==> src/source/uart_pkg.sv <==
////////////////////////////////////////
// uart widths, config/status structs
// and the receive state encoding
////////////////////////////////////////
`default_nettype none

package uart_pkg;

  localparam int NcoWidth       = 16;
  localparam int FifoDepth      = 4;
  localparam int OversampleRate = 16;

  typedef logic [7:0]          uart_data_t;
  typedef logic [NcoWidth-1:0] nco_incr_t;
  typedef logic [2:0]          fifo_level_t;
  typedef logic [3:0]          bit_cnt_t;
  typedef logic [3:0]          tick_cnt_t;

  // static configuration from the host
  typedef struct packed {
    logic      tx_en;
    logic      rx_en;
    logic      parity_en;
    logic      parity_odd;
    logic      nf_en;
    logic      sys_loopback;
    nco_incr_t nco;
  } uart_cfg_t;

  typedef struct packed {
    logic        tx_idle;
    logic        rx_idle;
    fifo_level_t tx_level;
    fifo_level_t rx_level;
  } uart_status_t;

  // one-cycle event pulses
  typedef struct packed {
    logic frame_err;
    logic parity_err;
    logic overflow;
  } uart_rx_err_t;

  typedef enum logic [2:0] {
    RX_IDLE,
    RX_START,
    RX_DATA,
    RX_PARITY,
    RX_STOP
  } rx_state_e;

endpackage

`default_nettype wire
==> src/source/uart_top.sv <==
////////////////////////////////////////
// uart top, nco, fifos and both paths
////////////////////////////////////////
`default_nettype none
`timescale 1ns/100ps

module uart_top (
  input  wire logic                  clk_i,
  input  wire logic                  rst_ni,
  input  wire uart_pkg::uart_cfg_t   cfg_i,
  input  wire logic                  tx_valid_i,
  input  wire uart_pkg::uart_data_t  tx_data_i,
  output logic                       tx_ready_o,
  output logic                       rx_valid_o,
  output uart_pkg::uart_data_t       rx_data_o,
  input  wire logic                  rx_ready_i,
  input  wire logic                  rx_i,
  output logic                       tx_o,
  output uart_pkg::uart_status_t     status_o,
  output uart_pkg::uart_rx_err_t     rx_err_o
);

  import uart_pkg::*;

  logic        tick;
  uart_data_t  tx_fifo_rdata;
  logic        tx_fifo_rvalid;
  logic        tx_fifo_rready;
  fifo_level_t tx_level;
  logic        tx_wvalid;
  logic        tx_wready;
  logic        tx_parity;
  logic        tx_idle;
  logic        tx_ser;
  logic        tx_q;
  logic        rx_line;
  logic        rx_valid;
  uart_data_t  rx_data;
  logic        rx_frame_err;
  logic        rx_parity_err;
  logic        rx_idle;
  logic        rx_fifo_wvalid;
  logic        rx_fifo_wready;
  fifo_level_t rx_level;

  uart_baud_nco u_baud_nco (
    .clk_i,
    .rst_ni,
    .en_i   (cfg_i.tx_en | cfg_i.rx_en),
    .incr_i (cfg_i.nco),
    .tick_o (tick)
  );

  ////////////////////////////////////////
  // transmit
  ////////////////////////////////////////

  uart_byte_fifo u_tx_fifo (
    .clk_i,
    .rst_ni,
    .wvalid_i (tx_valid_i),
    .wready_o (tx_ready_o),
    .wdata_i  (tx_data_i),
    .rvalid_o (tx_fifo_rvalid),
    .rready_i (tx_fifo_rready),
    .rdata_o  (tx_fifo_rdata),
    .level_o  (tx_level)
  );

  // serializer only takes bytes while transmit is enabled
  assign tx_wvalid      = tx_fifo_rvalid & cfg_i.tx_en;
  assign tx_fifo_rready = tx_wready & cfg_i.tx_en;
  assign tx_parity      = (^tx_fifo_rdata) ^ cfg_i.parity_odd;

  uart_tx u_tx (
    .clk_i,
    .rst_ni,
    .tick_i      (tick),
    .parity_en_i (cfg_i.parity_en),
    .wvalid_i    (tx_wvalid),
    .wready_o    (tx_wready),
    .wdata_i     (tx_fifo_rdata),
    .parity_i    (tx_parity),
    .idle_o      (tx_idle),
    .tx_o        (tx_ser)
  );

  // line held idle while looped back internally
  always_ff @(posedge clk_i or negedge rst_ni) begin
    if (!rst_ni) begin
      tx_q <= 1'b1;
    end else begin
      tx_q <= cfg_i.sys_loopback ? 1'b1 : tx_ser;
    end
  end

  assign tx_o = tx_q;

  ////////////////////////////////////////
  // receive
  ////////////////////////////////////////

  uart_rx_filter u_rx_filter (
    .clk_i,
    .rst_ni,
    .rx_i           (rx_i),
    .loop_tx_i      (tx_ser),
    .nf_en_i        (cfg_i.nf_en),
    .sys_loopback_i (cfg_i.sys_loopback),
    .rx_o           (rx_line)
  );

  uart_rx u_rx (
    .clk_i,
    .rst_ni,
    .en_i         (cfg_i.rx_en),
    .tick_i       (tick),
    .rx_i         (rx_line),
    .parity_en_i  (cfg_i.parity_en),
    .parity_odd_i (cfg_i.parity_odd),
    .valid_o      (rx_valid),
    .data_o       (rx_data),
    .frame_err_o  (rx_frame_err),
    .parity_err_o (rx_parity_err),
    .idle_o       (rx_idle)
  );

  // errored bytes never reach the fifo
  assign rx_fifo_wvalid = rx_valid & ~rx_frame_err & ~rx_parity_err;

  uart_byte_fifo u_rx_fifo (
    .clk_i,
    .rst_ni,
    .wvalid_i (rx_fifo_wvalid),
    .wready_o (rx_fifo_wready),
    .wdata_i  (rx_data),
    .rvalid_o (rx_valid_o),
    .rready_i (rx_ready_i),
    .rdata_o  (rx_data_o),
    .level_o  (rx_level)
  );

  // status and event pulses
  assign rx_err_o.frame_err  = rx_frame_err;
  assign rx_err_o.parity_err = rx_parity_err;
  assign rx_err_o.overflow   = rx_fifo_wvalid & ~rx_fifo_wready;

  assign status_o.tx_idle  = tx_idle & ~tx_fifo_rvalid;
  assign status_o.rx_idle  = rx_idle;
  assign status_o.tx_level = tx_level;
  assign status_o.rx_level = rx_level;

endmodule

`default_nettype wire

==> src/source/uart_rx.sv <==
////////////////////////////////////////
// receive fsm, mid-bit sampling with
// parity and stop bit checks
////////////////////////////////////////
`default_nettype none
`timescale 1ns/100ps

module uart_rx (
  input  wire logic              clk_i,
  input  wire logic              rst_ni,
  input  wire logic              en_i,
  input  wire logic              tick_i,
  input  wire logic              rx_i,
  input  wire logic              parity_en_i,
  input  wire logic              parity_odd_i,
  output logic                   valid_o,
  output uart_pkg::uart_data_t   data_o,
  output logic                   frame_err_o,
  output logic                   parity_err_o,
  output logic                   idle_o
);

  import uart_pkg::*;

  rx_state_e  state_q;
  tick_cnt_t  tick_cnt_q;
  bit_cnt_t   bit_cnt_q;
  uart_data_t data_q;
  logic       parity_q;
  logic       valid_q;
  logic       frame_err_q;
  logic       parity_err_q;
  logic       mid_bit;

  // tick counter is 4 bits wide and wraps to 0 after each full bit
  assign mid_bit = tick_i & (tick_cnt_q == tick_cnt_t'(OversampleRate - 1));

  always_ff @(posedge clk_i or negedge rst_ni) begin
    if (!rst_ni) begin
      state_q      <= RX_IDLE;
      tick_cnt_q   <= '0;
      bit_cnt_q    <= '0;
      valid_q      <= 1'b0;
      frame_err_q  <= 1'b0;
      parity_err_q <= 1'b0;
    end else begin
      valid_q      <= 1'b0;
      frame_err_q  <= 1'b0;
      parity_err_q <= 1'b0;
      if (tick_i) begin
        tick_cnt_q <= tick_cnt_q + 1'b1;
      end
      if (!en_i) begin
        state_q <= RX_IDLE;
      end else begin
        unique case (state_q)
          RX_IDLE: begin
            if (tick_i && !rx_i) begin
              state_q    <= RX_START;
              tick_cnt_q <= '0;
            end
          end
          // recheck at the middle of the start bit
          RX_START: begin
            if (tick_i && tick_cnt_q == tick_cnt_t'(OversampleRate / 2 - 1)) begin
              tick_cnt_q <= '0;
              bit_cnt_q  <= '0;
              state_q    <= rx_i ? RX_IDLE : RX_DATA;
            end
          end
          RX_DATA: begin
            if (mid_bit) begin
              bit_cnt_q <= bit_cnt_q + 1'b1;
              if (bit_cnt_q == bit_cnt_t'(7)) begin
                state_q <= parity_en_i ? RX_PARITY : RX_STOP;
              end
            end
          end
          RX_PARITY: begin
            if (mid_bit) begin
              state_q <= RX_STOP;
            end
          end
          RX_STOP: begin
            if (mid_bit) begin
              valid_q      <= 1'b1;
              frame_err_q  <= ~rx_i;
              parity_err_q <= parity_en_i & (^data_q ^ parity_q ^ parity_odd_i);
              state_q      <= RX_IDLE;
            end
          end
          default: state_q <= RX_IDLE;
        endcase
      end
    end
  end

  // data arrives lsb first
  always_ff @(posedge clk_i) begin
    if (en_i && mid_bit && state_q == RX_DATA) begin
      data_q <= {rx_i, data_q[7:1]};
    end
    if (en_i && mid_bit && state_q == RX_PARITY) begin
      parity_q <= rx_i;
    end
  end

  assign valid_o      = valid_q;
  assign data_o       = data_q;
  assign frame_err_o  = frame_err_q;
  assign parity_err_o = parity_err_q;
  assign idle_o       = (state_q == RX_IDLE);

endmodule

`default_nettype wire

==> src/source/uart_rx_filter.sv <==
////////////////////////////////////////
// rx synchronizer, majority filter and
// system loopback select
////////////////////////////////////////
`default_nettype none
`timescale 1ns/100ps

module uart_rx_filter (
  input  wire logic clk_i,
  input  wire logic rst_ni,
  input  wire logic rx_i,
  input  wire logic loop_tx_i,
  input  wire logic nf_en_i,
  input  wire logic sys_loopback_i,
  output logic      rx_o
);

  logic [1:0] sync_q;
  logic [1:0] hist_q;
  logic       rx_sync;
  logic       rx_maj;

  // line idles high, so everything resets to 1
  always_ff @(posedge clk_i or negedge rst_ni) begin
    if (!rst_ni) begin
      sync_q <= 2'b11;
      hist_q <= 2'b11;
    end else begin
      sync_q <= {sync_q[0], rx_i};
      hist_q <= {hist_q[0], rx_sync};
    end
  end

  assign rx_sync = sync_q[1];

  // 2 of 3 vote masks single-cycle glitches
  assign rx_maj = (rx_sync & hist_q[0]) | (rx_sync & hist_q[1]) | (hist_q[0] & hist_q[1]);

  assign rx_o = sys_loopback_i ? loop_tx_i : (nf_en_i ? rx_maj : rx_sync);

endmodule

`default_nettype wire

==> src/source/uart_tx.sv <==
////////////////////////////////////////
// transmit serializer, 8 data bits with
// optional parity and one stop bit
////////////////////////////////////////
`default_nettype none
`timescale 1ns/100ps

module uart_tx (
  input  wire logic                  clk_i,
  input  wire logic                  rst_ni,
  input  wire logic                  tick_i,
  input  wire logic                  parity_en_i,
  input  wire logic                  wvalid_i,
  output logic                       wready_o,
  input  wire uart_pkg::uart_data_t  wdata_i,
  input  wire logic                  parity_i,
  output logic                       idle_o,
  output logic                       tx_o
);

  import uart_pkg::*;

  // frame is stop, parity, data, start with bit 0 sent first
  logic [10:0] sreg_q;
  bit_cnt_t    bit_cnt_q;
  tick_cnt_t   tick_cnt_q;
  logic        tx_q;
  logic        idle;
  logic        load;
  logic        shift;

  assign idle     = (bit_cnt_q == '0);
  assign load     = wvalid_i & idle;
  assign shift    = tick_i & ~idle & (tick_cnt_q == tick_cnt_t'(OversampleRate - 1));
  assign wready_o = idle;
  assign idle_o   = idle;
  assign tx_o     = tx_q;

  always_ff @(posedge clk_i) begin
    if (load) begin
      sreg_q <= {1'b1, parity_en_i ? parity_i : 1'b1, wdata_i, 1'b0};
    end else if (shift) begin
      sreg_q <= {1'b1, sreg_q[10:1]};
    end
  end

  // tick counter preloaded so the start bit lines up with the next tick
  // one extra shift at the end times out the stop bit
  always_ff @(posedge clk_i or negedge rst_ni) begin
    if (!rst_ni) begin
      bit_cnt_q  <= '0;
      tick_cnt_q <= '0;
      tx_q       <= 1'b1;
    end else if (load) begin
      bit_cnt_q  <= parity_en_i ? bit_cnt_t'(12) : bit_cnt_t'(11);
      tick_cnt_q <= tick_cnt_t'(OversampleRate - 1);
    end else if (!idle && tick_i) begin
      tick_cnt_q <= tick_cnt_q + 1'b1;
      if (shift) begin
        tx_q      <= sreg_q[0];
        bit_cnt_q <= bit_cnt_q - 1'b1;
      end
    end
  end

endmodule

`default_nettype wire

==> src/source/uart_byte_fifo.sv <==
////////////////////////////////////////
// synchronous byte fifo, valid/ready
////////////////////////////////////////
`default_nettype none
`timescale 1ns/100ps

module uart_byte_fifo (
  input  wire logic                  clk_i,
  input  wire logic                  rst_ni,
  input  wire logic                  wvalid_i,
  output logic                       wready_o,
  input  wire uart_pkg::uart_data_t  wdata_i,
  output logic                       rvalid_o,
  input  wire logic                  rready_i,
  output uart_pkg::uart_data_t       rdata_o,
  output uart_pkg::fifo_level_t      level_o
);

  import uart_pkg::*;

  uart_data_t                   mem_q [FifoDepth];
  logic [$clog2(FifoDepth)-1:0] wptr_q;
  logic [$clog2(FifoDepth)-1:0] rptr_q;
  fifo_level_t                  count_q;
  logic                         do_wr;
  logic                         do_rd;

  assign wready_o = (count_q != fifo_level_t'(FifoDepth));
  assign rvalid_o = (count_q != '0);
  assign do_wr    = wvalid_i & wready_o;
  assign do_rd    = rvalid_o & rready_i;
  assign rdata_o  = mem_q[rptr_q];
  assign level_o  = count_q;

  always_ff @(posedge clk_i) begin
    if (do_wr) begin
      mem_q[wptr_q] <= wdata_i;
    end
  end

  // depth is a power of two, pointers wrap on their own
  always_ff @(posedge clk_i or negedge rst_ni) begin
    if (!rst_ni) begin
      wptr_q  <= '0;
      rptr_q  <= '0;
      count_q <= '0;
    end else begin
      if (do_wr) begin
        wptr_q <= wptr_q + 1'b1;
      end
      if (do_rd) begin
        rptr_q <= rptr_q + 1'b1;
      end
      unique case ({do_wr, do_rd})
        2'b10:   count_q <= count_q + 3'd1;
        2'b01:   count_q <= count_q - 3'd1;
        default: count_q <= count_q;
      endcase
    end
  end

endmodule

`default_nettype wire

==> src/source/uart_baud_nco.sv <==
////////////////////////////////////////
// nco phase accumulator, 16x baud tick
////////////////////////////////////////
`default_nettype none
`timescale 1ns/100ps

module uart_baud_nco (
  input  wire logic                 clk_i,
  input  wire logic                 rst_ni,
  input  wire logic                 en_i,
  input  wire uart_pkg::nco_incr_t  incr_i,
  output logic                      tick_o
);

  import uart_pkg::*;

  // top bit holds the carry of the last add
  logic [NcoWidth:0] acc_q;

  // tick rate is f_clk * incr / 2**NcoWidth
  always_ff @(posedge clk_i or negedge rst_ni) begin
    if (!rst_ni) begin
      acc_q <= '0;
    end else if (en_i) begin
      acc_q <= {1'b0, acc_q[NcoWidth-1:0]} + {1'b0, incr_i};
    end
  end

  assign tick_o = acc_q[NcoWidth];

endmodule

`default_nettype wire

==> config.mk <==
export PLATFORM = sky130hd
export DESIGN_NAME = uart_top
export DESIGN_NICKNAME = d
export VERILOG_FILES = /design/src/source/uart_pkg.sv /design/src/source/uart_top.sv /design/src/source/uart_rx.sv /design/src/source/uart_rx_filter.sv /design/src/source/uart_tx.sv /design/src/source/uart_byte_fifo.sv /design/src/source/uart_baud_nco.sv
export SDC_FILE = /design/constraint.sdc
export NUM_CORES = 1
export LEC_CHECK = 0
export BUFFER_PORTS_ARGS = -buffer_cell sky130_fd_sc_hd__buf_2
export CAP_MARGIN = 20
export CORE_ASPECT_RATIO = 0.5
export CORE_MARGIN = 2
export CORE_UTILIZATION = 25
export DETAILED_ROUTE_END_ITERATION = 7
export GPL_TIMING_DRIVEN = 0
export HOLD_SLACK_MARGIN = 0.06
export PLACE_DENSITY = 0.38
export SLEW_MARGIN = 20
export SYNTH_ARGS = -nofsm -noshare
export SYNTH_HDL_FRONTEND = slang
export SYNTH_HIERARCHICAL = 1
export SYNTH_SLANG_ARGS = --single-unit
==> constraint.sdc <==
create_clock -name clk_i -period 2.6 [get_ports clk_i]
set_clock_uncertainty 0.05 [all_clocks]
set_input_delay 0.52 -clock clk_i [delete_from_list [all_inputs] [get_ports clk_i]]
set_output_delay 0.52 -clock clk_i [all_outputs]
set_load 0.01 [all_outputs]
==> Word-level counts from Yosys, hierarchy flattened <==
Memory sizes are Yosys's and may differ from the RTL's.
Index checks and enable logic that the tools add are counted.
{ "totals": {"register_bits": 78, "mem_bits_rw": 64, "input_bits": 35, "out_inout_bits": 22, "elab_cells": 159, "mem_count": 2} }
{ "op_classes": {"add_sub_neg": 13, "eq_ne": 22, "mux": 45, "bitwise": 31, "reduce_logical": 23} }
{ "mem_list": {"columns": ["name", "words", "word_bits", "rd", "rd_ports_with_merged_regs", "wr", "line", "text"], "rows": [
  ["u_rx_fifo.mem_q", 4, 8, 1, 0, 1, "uart_byte_fifo.sv:21", "uart_data_t mem_q [FifoDepth];"],
  ["u_tx_fifo.mem_q", 4, 8, 1, 0, 1, "uart_byte_fifo.sv:21", null]
]} }
{ "op_table": {"columns": ["cell", "count"], "rows": [
  ["two-way mux 4 bit", 11],
  ["two-way mux 3 bit", 9],
  ["two-way mux 10 bit", 2],
  ["AND 1 bit", 18],
  ["inequality test 3 x 2 -> 1 bit, second input constant", 6],
  ["adder 16 x 16 -> 17 bit", 1],
  ["two-way mux 1 bit", 17],
  ["one-hot mux 4 bit (2 select lines)", 2],
  ["XOR reduction 8 bit", 2],
  ["one-hot mux 3 bit (5 select lines)", 1],
  ["adder 4 x 1 -> 4 bit, second input constant", 3],
  ["one-hot mux 3 bit (2 select lines)", 2],
  ["nonzero test 2 bit", 5],
  ["adder 2 x 1 -> 2 bit, second input constant", 4],
  ["equality test 4 x 3 -> 1 bit, second input constant", 2],
  ["equality test 4 bit, second input constant", 2],
  ["inverter 1 bit", 7],
  ["adder 3 x 1 -> 3 bit, second input constant", 2],
  ["equality test 3 x 2 -> 1 bit, second input constant", 2],
  ["logical AND 1 bit", 6],
  ["inequality test 3 bit, second input constant", 2],
  ["AND reduction 6 bit", 1],
  ["nonzero test 3 bit", 2],
  ["subtractor 3 x 1 -> 3 bit, second input constant", 2],
  ["other kinds (15)", 23]
]} }

==> Logic depth before layout (Yosys ltp) <==
{ "depth": {"word_depth": 10, "ltp_mapped": 14, "depth_no_buf": 12} }

==> Hierarchy <==
The synthesis kept the hierarchy.
{ "modules_own_cells": {"columns": ["module", "instances", "cells_each", "area_per_inst_um2", "seq_area_each_um2"], "rows": [
  ["uart_byte_fifo", 2, 79, 1582.8, 1136.1],
  ["uart_baud_nco", 1, 168, 1524.0, 425.4],
  ["uart_rx", 1, 94, 1106.1, 620.6],
  ["uart_tx", 1, 76, 933.4, 516.7],
  ["uart_top", 1, 18, 176.4, 26.3],
  ["uart_rx_filter", 1, 9, 137.6, 105.1]
]} }

==> Least setup slack after synthesis <==
No wires, ideal clock.
{ "synth_timing": {"path_kind": "reg2reg", "start": "register u_tx.bit_cnt_q[0]", "end": "register u_tx_fifo.count_q[2] (netlist: u_tx_fifo/level_o[2])", "setup_ns": 0.079, "arrival_ns": 2.486, "t_required_ns": 2.471, "setup_slack_ns": -0.015, "path_stages_with_launch": 15, "path_buffers": 2, "synth_period_minus_slack_ns": 2.615, "path_cell_list": "dfrtp_1 > inv_1 > ha_1 > or3b_1 > buf_6 > clkinv_8 > buf_4 > and2_1 > o31a_2 > ha_1 > inv_1 > fa_1 > xor2_1 > nor2_1 > xor2_1"} }
{ "synth_between": {"elab_chain_cells": 5, "elab_cells_between_ends": 7, "cone_classes": "eq/ne (2); mux (1); bitwise (2); reduce/logical (2)"} }
{ "synth_rtl": {"columns": ["element", "line", "text"], "rows": [
  ["start: declaration", "uart_tx.sv:25", "bit_cnt_t bit_cnt_q;"],
  ["start signal: assignment", "uart_tx.sv:55", "bit_cnt_q <= parity_en_i ? bit_cnt_t'(12) : bit_cnt_t'(11);"],
  ["start signal: assignment", "uart_tx.sv:61", "bit_cnt_q <= bit_cnt_q - 1'b1;"],
  ["zero test 4 bit *", "uart_tx.sv:32", "assign idle = (bit_cnt_q == '0);"],
  ["via tx_idle", "uart_top.sv:33", "logic tx_idle;"],
  ["AND 1 bit *", "uart_top.sv:72", "assign tx_fifo_rready = tx_wready & cfg_i.tx_en;"],
  ["via tx_fifo_rready", "uart_top.sv:28", "logic tx_fifo_rready;"],
  ["AND 1 bit *", "uart_byte_fifo.sv:31", "assign do_rd = rvalid_o & rready_i;"],
  ["via u_tx_fifo.do_rd", "uart_byte_fifo.sv:26", "logic do_rd;"],
  ["equality test 2 x 1 -> 1 bit / equality test 2 bit (equally long branches)", "uart_byte_fifo.sv:54", "unique case ({do_wr, do_rd})"],
  ["one-hot mux 3 bit (2 select lines) / nonzero test 2 bit (equally long branches)", null, null],
  ["end signal: assignment", "uart_byte_fifo.sv:55", "2'b10: count_q <= count_q + 3'd1;"],
  ["end signal: assignment", "uart_byte_fifo.sv:56", "2'b01: count_q <= count_q - 3'd1;"],
  ["end signal: assignment", "uart_byte_fifo.sv:57", "default: count_q <= count_q;"],
  ["end: declaration", "uart_byte_fifo.sv:24", "fifo_level_t count_q;"]
]} }
The timed path passes the listed nets; every way through them passes the cells marked *.
A chain may end at the register's enable or synchronous reset.

==> Final worst setup path <==
{ "layout_timing": {"start": "register u_tx.bit_cnt_q[1]", "end": "register u_tx_fifo.count_q[2] (netlist: u_tx_fifo/level_o[2])"} }
Same word-level chain as after synthesis.

==> summary.txt <==
Power and ir drop
  • Sequential share of power: 0.355
  • Net switching fraction of the power: 0.351
  • Clock network power share: 0.262
  • Pwr/cell area: 1090 mW/mm²
  • Switch Pwr: 3.26 mW
  • Proportion of power drawn by combinational gates: 0.383
  • Internal power: 6.03 mW
  • Max VDD drop: 495 µV
  • Leakage: 3.36 nW

STA
  • Unrepaired setup endpoints after global routing: true
  • Fraction of the cycle the final worst path needs: 0.968
  • Max-slew headroom: 0.590
  • Max-slew violations: 0
  • Worst-Margin Slew: 0.615 ns
  • Setup TNS: 0 ns
  • Max Clk Rate: 0.397 GHz
  • Hold Violations, Final: 0
  • Final setup violation count: 0
  • Period minus WS final: 2.52 ns

Placement
  • Total of buffers placed on input and output ports: 56
  • Gpl congestion: 0.761
  • Placed Instances: 962
  • Final HPWL DP: 10600 µm

Routing
  • Post-detailed-route count of antenna-violating nets: 0
  • First drt pass iteration count: 4
  • Count of routing violations after the opening detailed-route iteration: 220
  • Routed vias/inst: 4.32
  • Average routed wire per standard cell: 15.2 µm
  • Total DRC errors in the routed layout: 0
  • Drt total wl: 15100 µm
  • Via count of the routed design: 4319

Global routing
  • Pin count of the biggest net entering global routing: 49
  • Wire length of the first global-routing pass: 25000 µm
  • Total congestion overflow after global routing: 0
  • Vias in the first global route: 4567
  • All-Layer GR Usage: 0.113
  • Number of antenna violations at the first check in global routing: 0

Yosys
  • Share of synthesized registers carrying an async set or reset: 0.415
  • Seq/Total Area, Yosys: 0.563
  • Number of flops mapped to enable cells by yosys: 82
  • Total of flip-flops plus latches after synthesis: 142
  • Unique masters post-synth: 82
  • Post-Syn Area per Cell: 13.5 µm²
  • Syn_nets: 592
  • Dominant register cell in the synthesized netlist: sky130_fd_sc_hd__edfxtp_1
  • Synth warn: 6
  • Synthesized area: 0.00704 mm²
  • Number of cells produced by synthesis: 523

Cells and area
  • Commonest cells after routing, fill and taps aside: sky130_fd_sc_hd__edfxtp_1, sky130_fd_sc_hd__buf_2, sky130_fd_sc_hd__dfrtp_1
  • Filler cell count: 2809
  • Final antenna diode count: 0
  • Share of final-layout standard cells stronger than drive strength 1: 0.284
  • Final net count: 673
  • Final instance count without filler cells: 999
  • Area used by multi-input combinational logic: 0.00290 mm²
  • Syn-to-layout area delta: 20.7%
  • Most common library cell in the layout ignoring fill and taps: sky130_fd_sc_hd__edfxtp_1
  • Area taken by flip-flops and latches: 0.00397 mm²

Clocking
  • Buffer depth of the longest clock path: 2
  • # H-tree levels: 4
  • Root Driver: sky130_fd_sc_hd__clkbuf_16
  • Cts bufs inserted: 17
  • Clock transition at the registers of the reported paths: 0.06 ns
  • CTS tree: yes
  • Clock latency of the later-clocked register in the worst-skew pair: 0.44 ns
  • Clk sink count: 142

Hold path
  • Class of the most critical hold timing path: input pin to flip-flop

Floorplanning
  • Initial standard-cell utilization of the core: 0.254
  • Vertical die dimension: 123 µm
  • Core Area: 0.0277 mm²
  • Area of the die: 0.0296 mm²
  • Chip width: 241 µm
  • Standard-cell row count: 43
  • I/O pin total: 57

Critical path
  • WP data arrival: 2.83 ns
  • Crit-path slowest cell: sky130_fd_sc_hd__dfrtp_1
  • Startpoint kind of the worst setup timing path: flip-flop
  • Endpoint type of the worst setup path: flip-flop
  • Worst Path Required: 2.91 ns
  • Cells along the critical path: inv_2, ha_4, or3b_1, buf_6, clkinv_8, and2_4, o31a_4, ha_4, inv_2, fa_2, xor2_1, nor2_1, xor2_1
  • Total buffers and inverters traversed by the critical path: 4
  • Maximum fanout along the worst path: 3
  • Critical Path Max Stage Delay: 0.39 ns
  • Type of the worst setup path: flip-flop to flip-flop
  • Family of cells with the greatest summed delay on the critical path: adder cells

Run
  • Max-capacitance violation count: 0

Outcome
  • Run status: finished, final reports clean
-- sequential cells by signal, indices dropped and copies added, names as in the netlist, 3 cells and up --
| signal | cells |
|---|---|
| u_rx_fifo/mem_q | 32 |
| u_rx_fifo/level_o | 3 |
| u_tx/sreg_q | 10 |
| u_rx/data_o | 8 |
| u_tx/tick_cnt_q | 4 |
| u_rx/tick_cnt_q | 4 |
| u_rx/bit_cnt_q | 4 |
| u_baud_nco/acc_q | 17 |
| u_rx/state_q | 3 |
| u_tx_fifo/mem_q | 32 |
| u_tx_fifo/level_o | 3 |
| u_tx/bit_cnt_q | 4 |
-- worst paths after layout --
kind | slack [ns] | from | cells after the start | to
worst max-delay path | 0.08 | u_tx/bit_cnt_q[1]$_DFFE_PN0P_ | 13 | u_tx_fifo/level_o[2]$_DFFE_PN0P_
worst min-delay path | 0.13 | rx_i | 1 | u_rx_filter/sync_q[0]$_DFF_PN1_
worst max register to register | 0.08 | u_tx/bit_cnt_q[1]$_DFFE_PN0P_ | 13 | u_tx_fifo/level_o[2]$_DFFE_PN0P_
worst min register to register | 0.31 | u_rx_filter/sync_q[0]$_DFF_PN1_ | 0 | u_rx_filter/sync_q[1]$_DFF_PN1_
max in group asynchronous | 1.50 | rst_ni | 3 | u_rx_filter/sync_q[0]$_DFF_PN1_
min in group asynchronous | 0.43 | rst_ni | 2 | u_baud_nco/acc_q[9]$_DFFE_PN0P_
-- logic make-up (layout without fill, tap and decap cells) --
| kind of cell | count (synthesis) | in the layout | share of synthesized area |
|---|---|---|---|
| AOI/OAI and AO/OA | 98 | 98 | 0.104 |
| and+or+nand+nor | 136 | 136 | 0.111 |
| xor gates and xnor gates | 37 | 37 | 0.0510 |
| DFF | 142 | 142 | 0.563 |
| muxes | 32 | 32 | 0.0771 |
| adders and majority gates | 34 | 34 | 0.0636 |
| buffers and inverters | 44 | 138 | 0.0307 |
-- worst register-to-register path, cell delays in order, from the launching register on --
cell,delay [ns]
sky130_fd_sc_hd__dfrtp_1,0.39
sky130_fd_sc_hd__inv_2,0.07
sky130_fd_sc_hd__ha_4,0.13
sky130_fd_sc_hd__or3b_1,0.35
sky130_fd_sc_hd__buf_6,0.14
sky130_fd_sc_hd__clkinv_8,0.04
sky130_fd_sc_hd__and2_4,0.12
sky130_fd_sc_hd__o31a_4,0.15
sky130_fd_sc_hd__ha_4,0.14
sky130_fd_sc_hd__inv_2,0.04
sky130_fd_sc_hd__fa_2,0.35
sky130_fd_sc_hd__xor2_1,0.16
sky130_fd_sc_hd__nor2_1,0.15
sky130_fd_sc_hd__xor2_1,0.16
-- area by class of cell --
cell class                      instances  share of cell area
Clock buffer                           18              0.0505
Sequential cell                       142               0.467
Buffer                                 19              0.0132
Timing Repair Buffer                   64              0.0430
Tap cell                              382              0.0562
Multi-Input combinational cell        337               0.341
Clock inverter                         14              0.0180
Inverter                               23              0.0116
-- routing by layer --
metal  GRT usage  part of all wire  up-vias
li1            -                 -     2126
met1       0.142              0.48     2135
met2       0.183              0.47       43
met3      0.0362             0.038       15
met4      0.0428             0.012        0
met5           0                 0        -
-- power by group through the flow --
stage          registers (mW)  clock network, mW  logic, mW
4_1_cts                  3.27               2.53       3.68
3_5_place_dp             3.32                  0       3.58
2_1_floorplan            3.25                  0       2.72
3_3_place_gp             3.30                  0       3.55
6_report                 3.30               2.43       3.56
5_1_grt                  3.38               2.63       4.05
-- synthesized netlist by cell type, types with 8 or more instances --
library cell,number,area share
sky130_fd_sc_hd__nand3_1,16,0.011
sky130_fd_sc_hd__xor2_1,11,0.014
sky130_fd_sc_hd__ha_1,31,0.055
sky130_fd_sc_hd__nor2b_1,9,0.0080
sky130_fd_sc_hd__a21oi_1,18,0.013
sky130_fd_sc_hd__dfrtp_1,53,0.19
sky130_fd_sc_hd__mux4_2,16,0.051
sky130_fd_sc_hd__nor3_1,10,0.0071
sky130_fd_sc_hd__o21ai_1,8,0.0057
sky130_fd_sc_hd__a21o_1,9,0.0096
sky130_fd_sc_hd__a22o_1,9,0.011
sky130_fd_sc_hd__xnor2_1,23,0.029
sky130_fd_sc_hd__inv_1,21,0.011
sky130_fd_sc_hd__edfxtp_1,82,0.35
sky130_fd_sc_hd__and3_2,8,0.0085
sky130_fd_sc_hd__nand2_1,18,0.0096
sky130_fd_sc_hd__nor2_1,31,0.017
-- metrics by stage --
| step | total power, mW | hold slack, ns | area (µm²) | worst slack (ns) | utilization |
|---|---|---|---|---|---|
| after floorplan | 5.97 | 0.174 | 7060 | 0.00307 | - |
| final | 9.29 | 0.128 | 8500 | 0.0823 | 0.307 |
| after global placement | 6.85 | 0.297 | 7820 | -0.227 | 0.282 |
| after global routing | 10.1 | 0.0962 | 8500 | -0.0220 | 0.307 |
| after detailed placement | 6.89 | 0.299 | 7850 | -0.213 | 0.283 |
| after CTS | 9.48 | 0.0983 | 8500 | 0.00873 | 0.307 |
-- what timing repair did --
action / CTS / global route
hold buffers: 1 / 0
setup buffers: 5 / 1
endpoints found under the hold margin: 11 / 0
endpoints found under the setup margin: 2 / 2
pin swaps: 2 / 5
gates resized for setup: 5 / 5
No activity file was read; power rests on OpenSTA's default activity.
